### config.mk
export PLATFORM = sky130hd
export DESIGN_NAME = cpu_top
export DESIGN_NICKNAME = d
export VERILOG_FILES = /design/src/rtl/cpu_pkg.sv /design/src/rtl/mem_bus_if.sv /design/src/rtl/cpu_top.sv /design/src/rtl/decode_unit.sv /design/src/rtl/execute_unit.sv /design/src/rtl/fetch_unit.sv /design/src/rtl/mem_arbiter.sv /design/src/rtl/pipe_stage_reg.sv
export SDC_FILE = /design/constraint.sdc
export NUM_CORES = 1
export LEC_CHECK = 0
export ABC_CLOCK_PERIOD_IN_PS = 6600
export BUFFER_PORTS_ARGS = -buffer_cell sky130_fd_sc_hd__clkbuf_2
export CAP_MARGIN = 20
export CORE_ASPECT_RATIO = 0.9
export CORE_UTILIZATION = 55
export DETAILED_ROUTE_END_ITERATION = 6
export HOLD_SLACK_MARGIN = 0.15
export PLACE_DENSITY = 0.72
export RECOVER_POWER = 50
export SYNTH_ARGS = -nofsm -noshare
export SYNTH_HDL_FRONTEND = slang
export SYNTH_HIERARCHICAL = 1
export SYNTH_SLANG_ARGS = --single-unit
### constraint.sdc
create_clock -name clk -period 6.6 [get_ports clk]
set_input_delay 0.33 -clock clk [delete_from_list [all_inputs] [get_ports clk]]
set_output_delay 0.33 -clock clk [all_outputs]
set_load 0.02 [all_outputs]
### src/rtl/cpu_pkg.sv
`default_nettype none

package cpu_pkg;

    localparam int word_width = 16;

    typedef logic [word_width-1:0] word_t;
    typedef logic [1:0]            reg_idx_t;

    // Opcode 0 stays unused. An all-zero word then decodes as a bubble.
    typedef enum logic [3:0] {
        alu_r = 4'd1,
        adi   = 4'd2,
        lwd   = 4'd3,
        swd   = 4'd4,
        beq   = 4'd5,
        bne   = 4'd6,
        jmp   = 4'd7,
        hlt   = 4'd8
    } opcode_t;

    typedef enum logic [5:0] {
        f_add = 6'd0,
        f_sub = 6'd1,
        f_and = 6'd2,
        f_or  = 6'd3
    } func_t;

    ////////////////////////////////////////////////////////////////////////////
    // Instruction fields.
    localparam int op_lsb        = 12;
    localparam int rs_lsb        = 10;
    localparam int rt_lsb        = 8;
    localparam int rd_lsb        = 6;
    localparam int func_lsb      = 0;
    localparam int imm_width     = 8;  // Sign-extended.
    localparam int jtarget_width = 12;

    ////////////////////////////////////////////////////////////////////////////
    // Stage payloads.
    typedef struct packed {
        word_t instr;
        word_t next_pc;
    } if_id_t;

    typedef struct packed {
        logic     valid;
        logic     reg_write;
        logic     mem_read;
        logic     mem_write;
        logic     mem_to_reg;
        logic     alu_src;    // Second operand is imm.
        logic     is_branch;
        logic     branch_ne;
        logic     is_jump;
        logic     is_halt;
        func_t    alu_op;
        reg_idx_t rs;
        reg_idx_t rt;
        word_t    rs_value;
        word_t    rt_value;
        word_t    imm;        // Full jump target for jmp.
        word_t    next_pc;
        reg_idx_t rd;
    } id_ex_t;

    typedef struct packed {
        logic     valid;
        word_t    target_address;
        logic     b_cond;
        logic     branch_taken;
        word_t    alu_result;
        word_t    r_data2;
        reg_idx_t rd;
        logic     mem_read;
        logic     mem_write;
        logic     reg_write;
        logic     mem_to_reg;
        logic     is_halt;
    } ex_mem_t;

    typedef struct packed {
        logic     valid;
        word_t    result;
        reg_idx_t rd;
        logic     reg_write;
        logic     is_halt;
    } mem_wb_t;

endpackage

`default_nettype wire

### src/rtl/mem_bus_if.sv
`timescale 1ns/1ps
`default_nettype none

interface mem_bus_if ();
    import cpu_pkg::*;

    logic  req;
    logic  write;
    word_t addr;
    word_t wdata;
    word_t rdata;   // Valid in the cycle of grant.
    logic  grant;

    modport requester (
        output req, write, addr, wdata,
        input  rdata, grant
    );

    modport arbiter (
        input  req, write, addr, wdata,
        output rdata, grant
    );

endinterface

`default_nettype wire

### src/rtl/cpu_top.sv
`timescale 1ns/1ps
`default_nettype none

module cpu_top #(
    parameter int             word_width = cpu_pkg::word_width,
    parameter cpu_pkg::word_t reset_pc   = '0
) (
    input  logic           clk,
    input  logic           reset_n,
    output logic           mem_req,
    output logic           mem_write,
    output cpu_pkg::word_t mem_addr,
    output cpu_pkg::word_t mem_wdata,
    input  cpu_pkg::word_t mem_rdata,
    output logic           halted,
    output cpu_pkg::word_t retired_count
);
    import cpu_pkg::*;

    mem_bus_if ibus ();
    mem_bus_if dbus ();

    if_id_t  if_id_d;
    if_id_t  if_id_q;
    id_ex_t  id_ex_d;
    id_ex_t  id_ex_q;
    ex_mem_t ex_mem_d;
    ex_mem_t ex_mem_q;
    mem_wb_t mem_wb_d;
    mem_wb_t mem_wb_q;

    logic  fetch_valid;
    logic  stall;
    logic  redirect;
    logic  halt_seen;
    logic  if_id_flush;
    logic  id_ex_flush;
    word_t redirect_pc;

    ////////////////////////////////////////////////////////////////////////////
    // IF and ID.
    fetch_unit #(.word_width(word_width), .reset_pc(reset_pc)) u_fetch (
        .clk, .reset_n, .stall, .redirect, .redirect_pc, .halt_seen,
        .ibus(ibus.requester), .fetched(if_id_d), .fetch_valid
    );

    // A lost fetch grant becomes a bubble unless the front is held.
    assign if_id_flush = redirect || (!fetch_valid && !stall);

    pipe_stage_reg #(.payload_t(if_id_t), .bubble('0)) if_id (
        .clk, .reset_n, .stall, .flush(if_id_flush), .d(if_id_d), .q(if_id_q)
    );

    decode_unit #(.word_width(word_width)) u_decode (
        .clk, .reset_n, .if_id(if_id_q), .wb(mem_wb_q),
        .ex_is_load(id_ex_q.mem_read), .ex_rd(id_ex_q.rd),
        .decoded(id_ex_d), .stall, .halt_seen
    );

    assign id_ex_flush = redirect || stall;

    pipe_stage_reg #(.payload_t(id_ex_t), .bubble('0)) id_ex (
        .clk, .reset_n, .stall(1'b0), .flush(id_ex_flush), .d(id_ex_d), .q(id_ex_q)
    );

    ////////////////////////////////////////////////////////////////////////////
    // EX.
    execute_unit u_execute (
        .id_ex(id_ex_q), .fwd_mem(ex_mem_q), .fwd_wb_value(mem_wb_q.result),
        .fwd_wb_rd(mem_wb_q.rd), .fwd_wb_write(mem_wb_q.reg_write),
        .result(ex_mem_d), .redirect, .redirect_pc
    );

    pipe_stage_reg #(.payload_t(ex_mem_t), .bubble('0)) ex_mem (
        .clk, .reset_n, .stall(1'b0), .flush(1'b0), .d(ex_mem_d), .q(ex_mem_q)
    );

    ////////////////////////////////////////////////////////////////////////////
    // MEM and WB.
    assign dbus.req   = ex_mem_q.mem_read || ex_mem_q.mem_write;
    assign dbus.write = ex_mem_q.mem_write;
    assign dbus.addr  = ex_mem_q.alu_result;
    assign dbus.wdata = ex_mem_q.r_data2;

    mem_arbiter u_arbiter (
        .ibus(ibus.arbiter), .dbus(dbus.arbiter),
        .mem_req, .mem_write, .mem_addr, .mem_wdata, .mem_rdata
    );

    always_comb begin
        mem_wb_d.valid     = ex_mem_q.valid;
        mem_wb_d.result    = ex_mem_q.mem_to_reg ? dbus.rdata : ex_mem_q.alu_result;
        mem_wb_d.rd        = ex_mem_q.rd;
        mem_wb_d.reg_write = ex_mem_q.reg_write;
        mem_wb_d.is_halt   = ex_mem_q.is_halt;
    end

    pipe_stage_reg #(.payload_t(mem_wb_t), .bubble('0)) mem_wb (
        .clk, .reset_n, .stall(1'b0), .flush(1'b0), .d(mem_wb_d), .q(mem_wb_q)
    );

    always_ff @(posedge clk) begin
        if (reset_n) begin
            halted        <= 1'b0;
            retired_count <= '0;
        end else begin
            if (mem_wb_q.is_halt) begin
                halted <= 1'b1; // Sticky.
            end
            if (mem_wb_q.valid) begin
                retired_count <= retired_count + 1'b1;
            end
        end
    end

endmodule

`default_nettype wire

### src/rtl/decode_unit.sv
`timescale 1ns/1ps
`default_nettype none

module decode_unit #(
    parameter int word_width = 16
) (
    input  logic              clk,
    input  logic              reset_n,
    input  cpu_pkg::if_id_t   if_id,
    input  cpu_pkg::mem_wb_t  wb,
    input  logic              ex_is_load,
    input  cpu_pkg::reg_idx_t ex_rd,
    output cpu_pkg::id_ex_t   decoded,
    output logic              stall,
    output logic              halt_seen
);
    import cpu_pkg::*;

    logic [word_width-1:0] regs [4];
    word_t                 instr;
    opcode_t               opcode;
    func_t                 func;
    reg_idx_t              rs;
    reg_idx_t              rt;
    reg_idx_t              rd;
    word_t                 rs_value;
    word_t                 rt_value;
    logic                  uses_rs;
    logic                  uses_rt;

    assign instr  = if_id.instr;
    assign opcode = opcode_t'(instr[op_lsb +: 4]);
    assign func   = func_t'(instr[func_lsb +: 6]);
    assign rs     = instr[rs_lsb +: 2];
    assign rt     = instr[rt_lsb +: 2];
    assign rd     = instr[rd_lsb +: 2];

    ////////////////////////////////////////////////////////////////////////////
    // Register file.
    always_ff @(posedge clk) begin
        if (reset_n) begin
            for (int i = 0; i < 4; i++) begin
                regs[i] <= '0;
            end
        end else if (wb.reg_write) begin
            regs[wb.rd] <= wb.result;
        end
    end

    // Write-first, so WB is visible in the same cycle.
    assign rs_value = (wb.reg_write && wb.rd == rs) ? wb.result : regs[rs];
    assign rt_value = (wb.reg_write && wb.rd == rt) ? wb.result : regs[rt];

    ////////////////////////////////////////////////////////////////////////////
    // Control.
    always_comb begin
        decoded          = '0;
        decoded.alu_op   = f_add;
        decoded.rs       = rs;
        decoded.rt       = rt;
        decoded.rs_value = rs_value;
        decoded.rt_value = rt_value;
        decoded.next_pc  = if_id.next_pc;
        decoded.imm      = {{(word_width - imm_width){instr[imm_width-1]}},
                            instr[imm_width-1:0]};
        case (opcode)
            alu_r: begin
                decoded.valid     = 1'b1;
                decoded.reg_write = 1'b1;
                decoded.alu_op    = func;
                decoded.rd        = rd;
            end
            adi: begin
                decoded.valid     = 1'b1;
                decoded.reg_write = 1'b1;
                decoded.alu_src   = 1'b1;
                decoded.rd        = rt;
            end
            lwd: begin
                decoded.valid      = 1'b1;
                decoded.reg_write  = 1'b1;
                decoded.mem_read   = 1'b1;
                decoded.mem_to_reg = 1'b1;
                decoded.alu_src    = 1'b1;
                decoded.rd         = rt;
            end
            swd: begin
                decoded.valid     = 1'b1;
                decoded.mem_write = 1'b1;
                decoded.alu_src   = 1'b1;
            end
            beq, bne: begin
                decoded.valid     = 1'b1;
                decoded.is_branch = 1'b1;
                decoded.branch_ne = (opcode == bne);
            end
            jmp: begin
                decoded.valid   = 1'b1;
                decoded.is_jump = 1'b1;
                decoded.imm     = {if_id.next_pc[word_width-1:jtarget_width],
                                   instr[jtarget_width-1:0]};
            end
            hlt: begin
                decoded.valid   = 1'b1;
                decoded.is_halt = 1'b1;
            end
            default: ; // Bubble.
        endcase
    end

    assign uses_rs = opcode inside {alu_r, adi, lwd, swd, beq, bne};
    assign uses_rt = opcode inside {alu_r, swd, beq, bne};

    // Load result is not ready for EX until the load reaches WB.
    assign stall = ex_is_load && ((uses_rs && rs == ex_rd) || (uses_rt && rt == ex_rd));

    assign halt_seen = (opcode == hlt);

endmodule

`default_nettype wire

### src/rtl/execute_unit.sv
`timescale 1ns/1ps
`default_nettype none

module execute_unit (
    input  cpu_pkg::id_ex_t   id_ex,
    input  cpu_pkg::ex_mem_t  fwd_mem,
    input  cpu_pkg::word_t    fwd_wb_value,
    input  cpu_pkg::reg_idx_t fwd_wb_rd,
    input  logic              fwd_wb_write,
    output cpu_pkg::ex_mem_t  result,
    output logic              redirect,
    output cpu_pkg::word_t    redirect_pc
);
    import cpu_pkg::*;

    word_t op_a;
    word_t op_b;
    word_t rt_fwd;
    word_t alu_out;
    logic  b_cond;

    // The MEM result is newer than WB and wins.
    function automatic word_t fwd_value(reg_idx_t idx, word_t reg_value);
        if (fwd_mem.reg_write && !fwd_mem.mem_to_reg && fwd_mem.rd == idx) begin
            return fwd_mem.alu_result;
        end else if (fwd_wb_write && fwd_wb_rd == idx) begin
            return fwd_wb_value;
        end
        return reg_value;
    endfunction

    always_comb begin
        op_a   = fwd_value(id_ex.rs, id_ex.rs_value);
        rt_fwd = fwd_value(id_ex.rt, id_ex.rt_value);
    end

    assign op_b = id_ex.alu_src ? id_ex.imm : rt_fwd;

    always_comb begin
        case (id_ex.alu_op)
            f_sub:   alu_out = op_a - op_b;
            f_and:   alu_out = op_a & op_b;
            f_or:    alu_out = op_a | op_b;
            default: alu_out = op_a + op_b;
        endcase
    end

    assign b_cond = (op_a == rt_fwd) ^ id_ex.branch_ne;

    always_comb begin
        result                = '0;
        result.valid          = id_ex.valid;
        result.target_address = id_ex.is_jump ? id_ex.imm : id_ex.next_pc + id_ex.imm;
        result.b_cond         = b_cond;
        result.branch_taken   = (id_ex.is_branch && b_cond) || id_ex.is_jump;
        result.alu_result     = alu_out;
        result.r_data2        = rt_fwd; // Store data.
        result.rd             = id_ex.rd;
        result.mem_read       = id_ex.mem_read;
        result.mem_write      = id_ex.mem_write;
        result.reg_write      = id_ex.reg_write;
        result.mem_to_reg     = id_ex.mem_to_reg;
        result.is_halt        = id_ex.is_halt;
    end

    assign redirect    = result.branch_taken;
    assign redirect_pc = result.target_address;

endmodule

`default_nettype wire

### src/rtl/fetch_unit.sv
`timescale 1ns/1ps
`default_nettype none

module fetch_unit #(
    parameter int                    word_width = 16,
    parameter logic [word_width-1:0] reset_pc   = '0
) (
    input  logic            clk,
    input  logic            reset_n,
    input  logic            stall,
    input  logic            redirect,
    input  cpu_pkg::word_t  redirect_pc,
    input  logic            halt_seen,
    mem_bus_if.requester    ibus,
    output cpu_pkg::if_id_t fetched,
    output logic            fetch_valid
);

    logic [word_width-1:0] pc;
    logic [word_width-1:0] pc_plus1;
    logic                  stopped;

    assign pc_plus1 = pc + 1'b1; // Word addressed.

    always_ff @(posedge clk) begin
        if (reset_n) begin
            pc      <= reset_pc;
            stopped <= 1'b0;
        end else begin
            if (redirect) begin
                pc <= redirect_pc;
            end else if (ibus.grant && !stall) begin
                pc <= pc_plus1;
            end
            // A halt on a flushed path does not count.
            if (halt_seen && !redirect) begin
                stopped <= 1'b1;
            end
        end
    end

    assign ibus.req   = !stopped && !halt_seen;
    assign ibus.write = 1'b0;
    assign ibus.addr  = pc;
    assign ibus.wdata = '0;

    assign fetched.instr   = ibus.rdata;
    assign fetched.next_pc = pc_plus1;
    assign fetch_valid     = ibus.grant;

endmodule

`default_nettype wire

### src/rtl/mem_arbiter.sv
`timescale 1ns/1ps
`default_nettype none

module mem_arbiter (
    mem_bus_if.arbiter     ibus,
    mem_bus_if.arbiter     dbus,
    output logic           mem_req,
    output logic           mem_write,
    output cpu_pkg::word_t mem_addr,
    output cpu_pkg::word_t mem_wdata,
    input  cpu_pkg::word_t mem_rdata
);

    logic data_sel;

    assign data_sel = dbus.req; // Data always wins.

    assign dbus.grant = dbus.req;
    assign ibus.grant = ibus.req && !data_sel;

    ////////////////////////////////////////////////////////////////////////////
    // Steer the winner to the memory port.
    assign mem_req   = ibus.req || dbus.req;
    assign mem_write = data_sel ? dbus.write : ibus.write;
    assign mem_addr  = data_sel ? dbus.addr  : ibus.addr;
    assign mem_wdata = data_sel ? dbus.wdata : ibus.wdata;

    // Loser sees zero.
    assign dbus.rdata = dbus.grant ? mem_rdata : '0;
    assign ibus.rdata = ibus.grant ? mem_rdata : '0;

endmodule

`default_nettype wire

### src/rtl/pipe_stage_reg.sv
`timescale 1ns/1ps
`default_nettype none

module pipe_stage_reg #(
    parameter type      payload_t = logic,
    parameter payload_t bubble    = '0
) (
    input  logic     clk,
    input  logic     reset_n,
    input  logic     stall,
    input  logic     flush,
    input  payload_t d,
    output payload_t q
);

    // Flush beats stall.
    always_ff @(posedge clk) begin
        if (reset_n || flush) begin
            q <= bubble;
        end else if (!stall) begin
            q <= d;
        end
    end

endmodule

`default_nettype wire

==> reports/summary.txt <==
clk slew on worst S/H paths -> 60 ps
drt initial violations -> 1,271
clock latency on the worst-skew pair -> 520 ps
min Tclk post-route -> 5690 ps
Slowest cell on crit path -> dfxtp_1
Area growth syn-to-layout -> 4.78%
CP cell instances -> xnor2_2, nand3_1, buf_4, mux2_1, mux2i_1, nor2_1, a21oi_1, a31oi_1, xnor2_1, ha_1, or2_2, a21oi_1, a31oi_1, a41o_1, o41ai_1, nand4b_1, and4b_1, xor2_2, mux2i_1, a221oi_2, mux2i_1, nor2_1
commonest cells after routing, fill and taps aside -> 274 x nor2_1, 213 x dfxtp_1, 211 x mux2i_1
Final TNS setup -> 0 ps
first-pass GRT wire length -> 71.3 mm
Root Driver -> clkbuf_16
1st-pass router iterations -> 5
Initial Util -> 56.3%
Mapped Cells -> 1,791
Max-Cap Viols -> 6
setup violators final -> 0
WP buf/inv -> 1
fin. max-slew vios -> 211
clk buf depth -> 3
vias in the first global route -> 12,100
I/O pin cnt -> 69
Max-slew headroom -> -106%
Die Footprint -> 32,600 um^2
Post-Place Worst Slack -> 949 ps
Total Wirelength -> 46.5 mm
endpoints failing hold -> 0
leakage power -> 0.00772 uW
kind of start point of the critical path -> register
arrival time worst endpoint -> 6010 ps
Total Nets Final -> 1,812
Hold/Removal Path Class -> input pin to register
PostCTS Resize Cnt -> 0
Die W -> 190 um
Hold Buf Count CTS -> 0
routability congestion estimate -> 0.962
Total Routing Usage GR -> 28.6%
CTS sink cnt -> 277
Max Clock Freq -> 176 MHz
GRT Residual Overflow -> 0
crit end category -> register
final setup margin -> 914 ps
Cell Area, Synth -> 17,500 um^2
Largest delay share family, worst path -> compound AO/OA/AOI/OAI gates
fin crit share -> 86.1%
Clock Skew -> 14.7 ps
core box area -> 31,100 um^2
antenna viol nets, final -> 0
Syn. warnings -> 6
via density per instance -> 5.92
hpwl dp -> 32.7 mm
TritonCTS Buffers -> 34
Peak VDD IR -> 0.208 mV
worst slew pin tran -> 3090 ps
row count -> 61
IO buf count -> 68
Crit path largest cell delay -> 650 ps
CTS tree -> yes
Vert. Die Dim -> 171 um
htree depth -> 2
leading cell type in the layout, fill and taps excluded -> nor2_1
crit-path max FO -> 10
Post-CTS Setup Inserts -> 0
WL/cell -> 21.2 um
Critical Path RT -> 6920 ps
antenna violations before repair -> 0
unrepaired setup endpoints after global routing -> no
status -> finished with violations
largest net degree at the start of global routing -> 87
via count -> 13,000
most used cell along the critical path -> mux2i_1
fill cell count -> 2,728
share of layout cells above drive strength 1 -> 13.8%
detailed-route DRC error count -> 0
failing checks -> capacitance limit, slew limit
pwr dens -> 259 nW/um^2
Avg Inst Size Synth -> 9.78 um^2
CP Class -> register to register
-- registers in the layout, indices dropped and copies added (netlist names) --
signal / count
halted: 1
retired_count: 16
mem_wb/q: 21
u_fetch/ibus.addr: 16
ex_mem/q: 40
if_id/q: 32
u_fetch/stopped: 1
id_ex/q: 86
u_decode/regs: 64
-- routing by layer --
layer  up-vias  global-route usage (%)  share of wire (%)
met3        84                    4.59                6.9
met2       436                    46.0                 46
met1      6299                    38.8                 44
met5         -                       0                  0
li1       6133                       -                  -
met4         0                    10.3                3.1
-- path summary, 6_finish.rpt --
kind                   to  depth (start not counted)  slack [ps]          from
min reg2reg        halted                          2         480   mem_wb/q[0]
min           if_id/q[20]                          4         220  mem_rdata[4]
max          ex_mem/q[38]                         22         910   mem_wb/q[2]
max reg2reg  ex_mem/q[38]                         22         910   mem_wb/q[2]
-- power breakdown --
part	switching [uW]	total, uW	internal, uW
Sequential	118	1930	1810
Combinational	541	980	438
Clock	735	1840	1110
-- area by class of cell --
class | count | area, um^2 | share of cell area, %
well taps | 409 | 512 | 2.79
inverters | 45 | 169 | 0.920
multi-input cells | 1308 | 9950 | 54.2
diodes | 2 | 5.00 | 0.0273
repair buffers | 88 | 439 | 2.39
flip-flops and latches | 277 | 6190 | 33.7
clock inverters | 12 | 119 | 0.647
clock buffers | 48 | 975 | 5.31
-- stage by stage --
step	util (%)	instances	hold WS, ps	instance area (um^2)	power [uW]
after floorplan	-	1811	434	17600	2750
after global placement	55.7	2127	454	17400	2900
after detailed placement	55.7	2127	461	17400	2920
after CTS	59.3	2187	213	18500	4760
after global routing	58.9	2187	248	18400	4950
final	59.0	2189	223	18400	4750
-- worst reg2reg max path: cells and delay by family (launching register included) --
kind                     cells  cell delay, ps
AO/OA/AOI/OAI                7            1500
adder cells (fa/ha/maj)      1             310
flip-flops                   1             650
multiplexers                 4            1170
buffers and inverters        1             230
AND/OR/NAND/NOR              6             920
XOR/XNOR                     3             720
No activity file was read; power rests on OpenSTA's default activity.
